===== src/rtl/icache_consts.svh =====
/* Geometry constants for the two-way instruction cache.
   Included by the package and by every RTL module that sizes arrays or ports. */
`ifndef ICACHE_CONSTS_SVH
`define ICACHE_CONSTS_SVH

// ------------------------------
// Array geometry
// ------------------------------

// Sets per way. Must be a power of two.
`define ICACHE_SETS 64

// Fixed at two, one hit-way bit and one LRU bit per set.
`define ICACHE_WAYS 2

// ------------------------------
// Word and address layout
// ------------------------------

// Instruction word and address width.
`define ICACHE_WORD_W 32
// Byte offset below the set index.
`define ICACHE_OFFSET_W 2

`endif


===== src/rtl/icache_pkg.sv =====
/* Shared types for the instruction cache: address split, memory request, FSM states.
   Imported by the controller and the top level, and used by the tag RAM ports. */
`default_nettype none

`include "icache_consts.svh"

package icache_pkg;

  // Derived field widths.
  localparam int IDX_W = $clog2(`ICACHE_SETS);
  localparam int TAG_W = `ICACHE_WORD_W - IDX_W - `ICACHE_OFFSET_W;

  // ------------------------------
  // Address split, tag on top.
  // ------------------------------
  typedef struct packed {
    logic [TAG_W-1:0]            tag;
    logic [IDX_W-1:0]            index;
    logic [`ICACHE_OFFSET_W-1:0] offset;
  } addr_split_t;

  // Request toward the backing memory.
  typedef struct packed {
    logic                      valid;
    logic [`ICACHE_WORD_W-1:0] addr;
  } mem_req_t;

  // Controller states.
  typedef enum logic [1:0] {
    IDLE_LOOKUP = 2'd0,
    FILL_WAIT   = 2'd1,
    HIT_RESP    = 2'd2
  } ctrl_state_t;

endpackage

`default_nettype wire


===== src/rtl/icache_ctrl.sv =====
/* Cache controller: lookup/fill FSM, per-set LRU bits, way selection and output mux.
   Sits between the CPU fetch port, the two way stores and the memory request port. */
`timescale 1ns/100ps
`default_nettype none

`include "icache_consts.svh"

module icache_ctrl (
  input  logic                                         clk,
  input  logic                                         resetn,
  // CPU fetch side.
  input  logic [`ICACHE_WORD_W-1:0]                    cpu_addr_i,
  input  logic                                         cpu_valid_i,
  output logic [`ICACHE_WORD_W-1:0]                    cpu_dout_o,
  output logic                                         cpu_ready_o,
  // Memory side.
  output icache_pkg::mem_req_t                         mem_req_o,
  input  logic [`ICACHE_WORD_W-1:0]                    ram_rdata_i,
  input  logic                                         ram_ready_i,
  // Way stores.
  output icache_pkg::addr_split_t                      way_addr_o,
  output logic                                         way_we_o,
  output logic [`ICACHE_WAYS-1:0]                      way_en_o,
  output logic [`ICACHE_WORD_W-1:0]                    way_payload_o,
  input  logic [`ICACHE_WAYS-1:0]                      way_hit_i,
  input  logic [`ICACHE_WAYS-1:0][`ICACHE_WORD_W-1:0]  way_payload_i
);
  import icache_pkg::*;

  ctrl_state_t               state_q;
  ctrl_state_t               state_d;
  logic                      hit_way_q;
  logic                      hit_way_d;
  logic [`ICACHE_SETS-1:0]   lru_q;
  logic [`ICACHE_SETS-1:0]   lru_d;
  logic [`ICACHE_WORD_W-1:0] req_addr_q;

  addr_split_t               req_split;
  logic                      any_hit;
  logic                      fill_way;
  logic                      mem_valid;

  // ------------------------------
  // Request and address split
  // ------------------------------

  // Live address during lookup and the captured copy afterwards.
  assign req_split = (state_q == IDLE_LOOKUP) ? cpu_addr_i : req_addr_q;

  assign any_hit  = |way_hit_i;
  // LRU bit names the way to replace.
  assign fill_way = lru_q[req_split.index];

  assign way_addr_o    = req_split;
  assign way_payload_o = ram_rdata_i;

  assign mem_req_o = '{valid: mem_valid, addr: req_addr_q};

  // ------------------------------
  // Next state and outputs
  // ------------------------------

  always_comb begin
    state_d     = state_q;
    hit_way_d   = hit_way_q;
    lru_d       = lru_q;
    way_en_o    = '0;
    way_we_o    = 1'b0;
    mem_valid   = 1'b0;
    cpu_ready_o = 1'b0;
    cpu_dout_o  = ram_rdata_i;

    case (state_q)
      IDLE_LOOKUP: begin
        // Requests are accepted only here, where cpu_ready_o is low.
        // Both ways compare tags in the acceptance cycle.
        way_en_o = {`ICACHE_WAYS{cpu_valid_i}};
        if (cpu_valid_i) begin
          hit_way_d = way_hit_i[1];
          state_d   = any_hit ? HIT_RESP : FILL_WAIT;
        end
      end

      FILL_WAIT: begin
        // Request held until the memory answers.
        mem_valid = 1'b1;
        if (ram_ready_i) begin
          way_we_o               = 1'b1;
          way_en_o[fill_way]     = 1'b1;
          lru_d[req_split.index] = ~fill_way;
          cpu_ready_o            = 1'b1;
          state_d                = IDLE_LOOKUP;
        end
      end

      HIT_RESP: begin
        way_en_o[hit_way_q]    = 1'b1;
        // The other way becomes the next victim.
        lru_d[req_split.index] = ~hit_way_q;
        cpu_ready_o            = 1'b1;
        cpu_dout_o             = way_payload_i[hit_way_q];
        state_d                = IDLE_LOOKUP;
      end

      default: begin
        state_d = IDLE_LOOKUP;
      end
    endcase
  end

  // ------------------------------
  // Registers
  // ------------------------------

  always_ff @(posedge clk) begin
    if (!resetn) begin
      state_q   <= IDLE_LOOKUP;
      hit_way_q <= 1'b0;
      lru_q     <= '0;
    end else begin
      state_q   <= state_d;
      hit_way_q <= hit_way_d;
      lru_q     <= lru_d;
    end
  end

  // Request address kept for the fill and the memory port.
  always_ff @(posedge clk) begin
    if ((state_q == IDLE_LOOKUP) && cpu_valid_i) begin
      req_addr_q <= cpu_addr_i;
    end
  end

endmodule

`default_nettype wire


===== config.mk =====
export PLATFORM = sky130hd
export DESIGN_NAME = icache_ctrl
export DESIGN_NICKNAME = d
export VERILOG_FILES = /design/src/rtl/icache_pkg.sv /design/src/rtl/icache_ctrl.sv
export VERILOG_INCLUDE_DIRS = /design/src /design/src/rtl
export SDC_FILE = /design/constraint.sdc
export NUM_CORES = 1
export LEC_CHECK = 0
export BUFFER_PORTS_ARGS = -buffer_cell sky130_fd_sc_hd__buf_2
export CAP_MARGIN = 20
export CORE_MARGIN = 4
export CORE_UTILIZATION = 45
export CTS_CLUSTER_DIAMETER = 200
export DETAILED_ROUTE_END_ITERATION = 12
export PLACE_DENSITY = 0.78
export SLEW_MARGIN = 0
export SYNTH_ARGS = -nofsm -noshare
export SYNTH_HDL_FRONTEND = slang
export SYNTH_SLANG_ARGS = --single-unit

===== constraint.sdc =====
create_clock -name clk -period 2.8 [get_ports clk]
set_clock_uncertainty 0.15 [all_clocks]
set_input_delay 0.28 -clock clk [delete_from_list [all_inputs] [get_ports clk]]
set_output_delay 0.28 -clock clk [all_outputs]
set_load 0.005 [all_outputs]

# Yosys cells after proc, flatten, opt, wreduce, memory -nomap -nowiden
# Index checks and enable logic that the tools add are counted.
dict set report op_classes {
  div_mod_pow 0
  magnitude_cmp 6
  eq_ne 4
  n_mux 26
  n_shift 0
  n_addsub 0
  multipliers 0
  reduce_logical 10
  n_bitwise 2
}
# operator count
set op_table {}
lappend op_table {{bitwise mux 64 bit} 2}
lappend op_table {{2-to-1 mux 32 bit} 4}
lappend op_table {{one-hot mux 64 bit (2 select lines)} 1}
lappend op_table {{2-to-1 mux 64 bit} 1}
lappend op_table {{2-to-1 mux 2 bit} 4}
lappend op_table {{< comparator 6 x 7 -> 1 bit, second input constant} 1}
lappend op_table {{2-to-1 mux 1 bit} 7}
lappend op_table {{binary-select mux 1 bit (select 6 bit)} 1}
lappend op_table {{demux 1 bit (select 6 bit)} 1}
lappend op_table {{>= comparator 6 x 1 -> 1 bit, second input constant} 1}
lappend op_table {{one-hot mux 2 bit (3 select lines)} 1}
lappend op_table {{AND reduction 2 bit} 3}
lappend op_table {{logical AND 1 bit} 4}
lappend op_table {{< comparator 1 x 2 -> 1 bit, second input constant} 2}
lappend op_table {{inequality test 2 bit, second input constant} 2}
lappend op_table {{one-hot mux 2 bit (2 select lines)} 1}
lappend op_table {{demux 1 bit (select 1 bit)} 2}
lappend op_table {{equality test 2 x 1 -> 1 bit, second input constant} 1}
lappend op_table {{equality test 2 bit, second input constant} 1}
lappend op_table {{>= comparator 1 bit, second input constant} 2}
lappend op_table {{logical NOT 2 bit} 1}
lappend op_table {{inverter 1 bit} 2}
lappend op_table {{one-hot mux 1 bit (2 select lines)} 1}
lappend op_table {{nonzero test 2 bit} 1}
lappend op_table {{OR reduction 2 bit} 1}
dict set report word_totals {
  ff_bits 99
  ramBits 0
  wordCells 52
  latchBits 0
  inputBits 134
  out_inout_bits 133
  n_memories 0
  mem_bits_ro 0
}

# Depth between registers and ports, before layout
# Gate-level depths: netlist of run 1.
dict set report depth {
  word_depth 10
  mapped_depth 14
  depth_no_buf 10
}

# Worst setup path before layout of run 1
# No wires, ideal clock.
dict set report synth_path {
  kind {register to output}
  from {reg state_q[0]}
  to {out way_en_o[0]}
  n_path_buf 4
  setup_slack_ns -0.323
  arrival_ns 2.693
  path_stages_with_launch 15
  cell_sequence {dfxtp_1 inv_1 ha_1 buf_6 mux2i_4 inv_2 buf_1 mux2i_1 o22a_1 o21ai_0 a222oi_1 nand3_1 buf_4 buf_2 o22ai_1}
}
# item line_no
set synth_rtl {}
lappend synth_rtl {{start, declared} icache_ctrl.sv:30} ;# ctrl_state_t state_q;
lappend synth_rtl {{start signal, assigned} icache_ctrl.sv:121} ;# state_q <= state_d;
lappend synth_rtl {{end, declared} icache_ctrl.sv:23} ;# output logic [`ICACHE_WAYS-1:0] way_en_o,

# Worst setup path after layout of run 1
dict set report layout_path {
  from {reg state_q[0]}
  to {out way_en_o[1]}
}
dict set report layout_via {
  elab_chain_len 10
  word_cells_on_any_way 13
  classes_between {order compare (2); eq/ne (2); mux (7); reduce/logical (2)}
}
# item line_no
set layout_lines {}
lappend layout_lines {{logical NOT 2 bit} {icache_ctrl.sv:48, icache_ctrl.sv:73}}
lappend layout_lines {{2-to-1 mux 32 bit} icache_ctrl.sv:48} ;# assign req_split = (state_q == IDLE_LOOKUP) ? cpu_addr_i : req_addr_q;
lappend layout_lines {{binary-select mux 1 bit (select 6 bit)} icache_ctrl.sv:52} ;# assign fill_way = lru_q[req_split.index];
lappend layout_lines {{2-to-1 mux 1 bit (implied by the code)} icache_ctrl.sv:52}
lappend layout_lines {{< comparator 1 x 2 -> 1 bit (implied by the code) or >= comparator 1 bit (tied branches)} icache_ctrl.sv:89} ;# way_en_o[fill_way] = 1'b1;
lappend layout_lines {{logical AND 1 bit (implied by the code)} icache_ctrl.sv:89}
lappend layout_lines {{2-to-1 mux 1 bit (implied by the code)} icache_ctrl.sv:89}
lappend layout_lines {{demux 1 bit (select 1 bit)} icache_ctrl.sv:89}
lappend layout_lines {{2-to-1 mux 2 bit} icache_ctrl.sv:87} ;# if (ram_ready_i) begin
lappend layout_lines {{one-hot mux 2 bit (3 select lines) (*)} icache_ctrl.sv:73} ;# case (state_q)
# Mark *: on every way between the ends. The rest lies on a longest branch, timed or not. The select of a mux whose other input is x is not followed.

==> impl_metrics.py, run 1 <==
metrics = {
    "clock_network": {
        "clock-sinks": 99,
        "clk_path_buf_depth": 2,
        "clock_latency_ps": 350,
        "clk_pin_slew_ps": 70,
        "cts_htree_levels": 3,
        "cts-root-buf": "clkbuf_16",
        "cts_tree": "built",
        "cts_made_buffers": 9,
    },
    "pwr": {
        "ir_drop_mv": 0.3195,
        "power_density_nw_per_um2": 454.2,
        "power_leakage_nw": 4.115,
    },
    "outcome": {
        "failed_checks": "negative setup slack",
        "status": "finished with violations",
    },
    "timing": {
        "tns_ps": -24840,
        "finalCriticalPeriod_ps": 3360,
        "post-route-period-util_pct": 120.0,
        "setup_viol": 66,
        "drv_slew": 0,
        "tightest_slew_ps": 692.8,
        "maxSlewHeadroom_pct": 53.81,
        "rsz0062_at_grt": "yes",
        "layout_setup_ws_ps": -560.0,
        "max_freq_ghz": 0.2976,
        "worst_hold_slack_ps": 17.78,
        "finalHoldViolations": 0,
    },
    "placed_design": {
        "hpwl_um": 17610,
        "io_buffer_count": 266,
        "gp_congestion": 1.051,
    },
    "setup_path": {
        "start_kind": "register",
        "worstPathArrival_ps": 2930,
        "critPathCaptureType": "output port",
        "critPathRequiredTime_ps": 2370,
        "path_max_fanout": 8,
        "path_class": "register to output port",
    },
    "yosys": {
        "synth-compound-area-share_pct": 25.64,
        "async_reset_ff_share_pct": 0,
        "synthAdderAreaFrac_pct": 0.7564,
        "synth_top_family_by_area": "compound AO/OA/AOI/OAI gates",
        "yosys.area_share.simple_pct": 16.53,
        "ys_ff_latch": 99,
        "synth_warnings": 0,
        "synth_cell_types": 56,
        "syn_inst": 770,
        "synthMuxAreaShare_pct": 13.07,
        "syn_nets": 908,
        "syn_area_per_cell_um2": 8.593,
        "synthesis.area_um2": 6616,
        "yosys_most_used_dff": "dfxtp_1",
        "synth_xor_area_share_pct": 0,
        "synth_edf_count": 32,
        "seq_area_frac_synth_pct": 34.80,
    },
    "route": {
        "ant_nets": 0,
        "route.detailed.drc": 0,
        "first_iter_violations": 806,
        "first_pass_iters": 6,
        "wire_per_inst_um": 19.96,
        "routed_wirelength_um": 25110,
        "vias_per_cell": 5.909,
        "vias": 7433,
    },
    "finish": {
        "fillCellCount": 1118,
        "postLayoutCoreUtil_pct": 64.42,
        "final_layout_size_suffix_gt1_share_pct": 46.18,
        "final_cell_mix": "buf_2, buf_4, nand2_1, a31oi_1, dfxtp_1",
        "insertedDiodeCount": 0,
        "multi_input_area_um2": 3964,
        "nets": 1207,
        "synthToLayoutAreaGrowth_pct": 40.98,
        "register_area_um2": 2306,
        "final_common_cell": "buf_2",
    },
    "floorplan": {
        "io_pins": 267,
        "coreArea_um2": 14480,
        "dieArea_um2": 16710,
        "die_w_um": 129.3,
        "fp-row-count": 44,
        "die_h_um": 129.3,
        "start_util_pct": 45.70,
    },
    "global_route": {
        "grt_pass1_vias": 6704,
        "antenna_found_initial": 0,
        "grt_max_degree": 67,
        "grt_pass1_wl_um": 36600,
        "grt_overflow": 0,
        "track_usage_pct": 27.58,
    },
    "worst_hold_path": {
        "hp-class": "input port to register",
    },
    "flow_run": {
        "drv_cap": 0,
    },
}
-- per-layer routing --
metal	global-route usage, %	vias to the layer above	wire length (µm)
met1	35.83	3487	9923
li1	-	3444	-
met5	0	-	0
met3	6.719	57	2730
met4	8.277	0	556
met2	45.61	445	11900
-- layout make-up --
cell class,count,share of cell area (%)
well taps,184,2.468
inverters,14,0.7109
flip-flops and latches,99,24.72
repair buffers,391,26.02
multi-input cells,554,42.49
clock buffers,11,2.495
clock inverters,5,1.087
-- critical path, stage by stage, from the launching register on --
cell	delay, ps
dfxtp_2	340
inv_2	90
ha_4	220
mux2i_4	310
clkinv_4	110
buf_12	140
mux2_4	290
a22o_1	210
a32o_1	240
nor4_4	190
and3_4	240
o22ai_2	70
buf_2	150
-- final timing paths --
| path | start | to | slack [ps] | cells past startpoint |
|---|---|---|---|---|
| max | state_q[0] | way_en_o[1] | -560 | 12 |
| min | cpu_addr_i[5] | req_addr_q[5] | 20 | 1 |
| max reg2reg | state_q[0] | lru_q[59] | -480 | 14 |
| min reg2reg | hit_way_q | hit_way_q | 340 | 2 |
-- repair_timing --
action,in CTS,in global routing
pin swaps,9,14
hold endpoints to repair,25,0
setup buffers,14,9
hold buffers,25,0
resized for setup,24,36
endpoints found under the setup margin,66,66
-- power by group --
group          leakage, nW  switching (mW)  internal, mW
registers            0.849          0.0269          1.53
clock network        0.157           0.541         0.871
logic                 3.11           0.690         0.578
-- Yosys cell counts (all sizes together), types with 2 or more instances --
cell type | n | share of area [%]
nand2 | 79 | 4.5
a31oi | 67 | 6.3
dfxtp | 67 | 20
a21oi | 64 | 4.8
clkbuf | 52 | 3.0
buf | 51 | 5.5
nor2 | 50 | 2.8
and3 | 45 | 4.3
mux2i | 43 | 6.9
o31ai | 40 | 7.2
mux2 | 34 | 5.8
edfxtp | 32 | 15
o21ai | 32 | 2.4
nand3 | 28 | 2.1
inv | 14 | 0.79
a221oi | 8 | 1.1
nand2b | 6 | 0.57
o22ai | 6 | 0.57
a211oi | 4 | 0.45
ha | 4 | 0.76
nor2b | 4 | 0.38
o21a | 4 | 0.45
a22oi | 3 | 0.34
o22a | 3 | 0.40
a21boi | 2 | 0.23
a21o | 2 | 0.23
and2 | 2 | 0.19
and3b | 2 | 0.26
nand3b | 2 | 0.23
nand4 | 2 | 0.19
nor4 | 2 | 0.19
-- logic make-up (layout without fill, tap and decap cells) --
| family | count (synthesis) | count (layout) |
|---|---|---|
| AOI/OAI and AO/OA | 243 | 243 |
| DFF | 99 | 99 |
| adders and majority gates | 4 | 4 |
| and+or+nand+nor | 229 | 229 |
| muxes | 78 | 78 |
| buffers and inverters | 117 | 421 |
-- flip-flops by register name (all words and copies together) (netlist names) --
name        cells
lru_q          64
req_addr_q     32
state_q         2
hit_way_q       1
-- through the flow --
| stage | power, mW | cell area, µm² | instances | setup WS (ps) |
|---|---|---|---|---|
| global placement | 2.659 | 8313 | 1195 | -235.0 |
| global route | 4.385 | 9328 | 1258 | -694.2 |
| finish | 4.237 | 9328 | 1258 | -560.0 |
| CTS | 4.151 | 9112 | 1250 | -459.9 |
| detailed placement | 2.673 | 8313 | 1195 | -388.9 |
| floorplan | 2.185 | 6681 | 770 | 3.228 |
Power figures use the tool's default switching activity.
==> run 2, diff against run 1 <==
clock period = 2.7 ns   (was 2.8 ns; I/O delays follow)
==> impl_metrics.py, run 2 (same netlist as run 1, synthesis figures left out) <==
metrics = {
    "outcome": {
        "status": "finished with violations",
        "failed_checks": "negative setup slack",
    },
    "clock_network": {
        "clk_path_buf_depth": 2,
        "cts-root-buf": "clkbuf_16",
        "clk_pin_slew_ps": 70,
        "clock-sinks": 99,
        "cts_made_buffers": 9,
        "clock_latency_ps": 350,
        "cts_tree": "built",
        "cts_htree_levels": 3,
    },
    "timing": {
        "tns_ps": -36040,
        "rsz0062_at_grt": "yes",
        "maxSlewHeadroom_pct": 57.19,
        "finalHoldViolations": 0,
        "setup_viol": 66,
        "drv_slew": 0,
        "finalCriticalPeriod_ps": 3445,
        "post-route-period-util_pct": 127.6,
        "max_freq_ghz": 0.2903,
        "layout_setup_ws_ps": -744.8,
        "tightest_slew_ps": 642.1,
    },
    "finish": {
        "insertedDiodeCount": 0,
        "postLayoutCoreUtil_pct": 66.96,
        "largest_reg_flops": 64,
        "final_cells": 1261,
        "final_common_cell": "buf_2",
        "synthToLayoutAreaGrowth_pct": 46.54,
        "fillCellCount": 1083,
        "multi_input_area_um2": 4128,
        "final_layout_size_suffix_gt1_share_pct": 47.08,
        "reg_top3": "lru_q: 64 flops, req_addr_q: 32 flops, state_q: 2 flops",
        "register_area_um2": 2306,
        "regMostFlops": "lru_q",
        "nets": 1210,
        "final_cell_mix": "buf_2, nand2_1, buf_4, a31oi_1, dfxtp_1",
    },
    "route": {
        "dr_wl_met2_um": 12070,
        "wl_met3_um": 2726,
        "first_iter_violations": 843,
        "first_pass_iters": 5,
        "route.detailed.drc": 0,
        "vias_per_cell": 5.887,
        "vias": 7424,
        "top_layer": "met4",
        "routed_wirelength_um": 25200,
        "wl_met1_um": 9728,
        "wire_per_inst_um": 19.98,
        "ant_nets": 0,
    },
    "global_route": {
        "track_usage_pct": 28.35,
        "antenna_found_initial": 0,
        "grt_pass1_wl_um": 37470,
        "grt_max_degree": 68,
        "grt_pass1_vias": 7012,
        "grt_overflow": 0,
    },
    "setup_path": {
        "crit_path_top_delay_cell": "nor4_4",
        "path_max_fanout": 6,
        "start_kind": "register",
        "critPathRequiredTime_ps": 2280,
        "path_class": "register to output port",
        "critPathCaptureType": "output port",
        "crit_path_cell_trace": "inv_2, ha_4, mux2i_4, inv_4, mux2_4, a22o_1, a32o_2, nor4_4, and3_4, o22ai_2, buf_2",
        "timing.reg2reg.setup_slack_ps": -670,
        "worstPathArrival_ps": 3020,
        "critPathMaxStageDelay_ps": 360,
    },
    "placed_design": {
        "hpwl_um": 17120,
        "io_buffer_count": 266,
        "dp_cells": 1202,
        "gp_congestion": 0.9647,
    },
    "pwr": {
        "p_int_mw": 3.103,
        "seq_power_share_pct": 36.0,
        "power.switching_mw": 1.390,
        "power_density_nw_per_um2": 463.4,
        "ir_drop_mv": 0.2995,
        "clkPwrFrac_pct": 31.2,
        "combPwrFrac_pct": 32.8,
        "power_leakage_nw": 4.215,
        "swShare_pct": 30.93,
    },
    "floorplan": {
        "die_w_um": 129.3,
        "fp-row-count": 44,
        "die_h_um": 129.3,
        "dieArea_um2": 16710,
        "coreArea_um2": 14480,
        "io_pins": 267,
        "start_util_pct": 45.70,
    },
    "flow_run": {
        "drv_cap": 0,
    },
    "worst_hold_path": {
        "hp-class": "input port to register",
    },
}
==> run 2: changes by cell type in the layout (fill, tap and decap cells not counted), sizes merged <==
cell         before  now
bufinv            3    2
inv              12   15
clkbuf           11    9
dlygate4sd3      25   27
clkinvlp          2    4
buf             366  367
clkinv            2    0
==> run 2: worst paths after layout <==
kind	depth (start not counted)	start	to
setup / recovery	11	state_q[1]	way_en_o[1]
hold / removal	1	cpu_addr_i[6]	req_addr_q[6]
setup reg to reg	14	state_q[1]	lru_q[17]
hold reg to reg	2	lru_q[35]	lru_q[35]
==> run 2: metal layers <==
metal  track usage [%]  vias to the layer above
met5                 0                        -
met4             10.69                        0
met3             7.791                       63
met2             46.55                      441
met1             35.68                     3478
li1                  -                     3442
==> run 2: area by class of cell <==
type / instances / share of cell area [%]
clock inverters: 7 / 1.007
clock buffers: 9 / 2.323
flip-flops and latches: 99 / 23.78
multi-input cells: 554 / 42.57
inverters: 14 / 0.6323
well taps: 184 / 2.375
repair buffers: 394 / 27.31
==> run 2: power groups by stage <==
stage,Clock [mW],Sequential (mW),Combinational (mW)
final,1.40,1.62,1.47
after global routing,1.47,1.62,1.56
after CTS,1.42,1.62,1.45
after detailed placement,0,1.65,1.16
after global placement,0,1.65,1.15
after floorplan,0,1.65,0.620
==> run 2: critical path, delay by kind of cell (launching register included) <==
family,cells,cell delay [ps]
flops,1,330
buf+inv,3,310
mux,2,610
simple gates,2,620
fa+ha+maj,1,230
compound gates,3,560
==> run 2: stage by stage <==
| stage | hold WS, ps | cell area, µm² | total power, mW | setup WS [ps] |
|---|---|---|---|---|
| CTS | 13.69 | 9483 | 4.482 | -587.6 |
| global placement | 312.6 | 8453 | 2.798 | -368.0 |
| global route | 18.96 | 9696 | 4.653 | -820.0 |
| floorplan | 218.9 | 6681 | 2.266 | -85.20 |
| finish | 16.09 | 9696 | 4.493 | -744.8 |
| detailed placement | 316.3 | 8453 | 2.814 | -570.8 |
==> run 2: what timing repair did <==
| item | in CTS | in global routing |
|---|---|---|
| setup endpoints to repair | 66 | 66 |
| pin swaps | 38 | 38 |
| gates resized for setup | 54 | 57 |
| cloned | 6 | 0 |
| hold endpoints to repair | 27 | 0 |
| setup buffers | 12 | 6 |
| hold buffers | 27 | 0 |
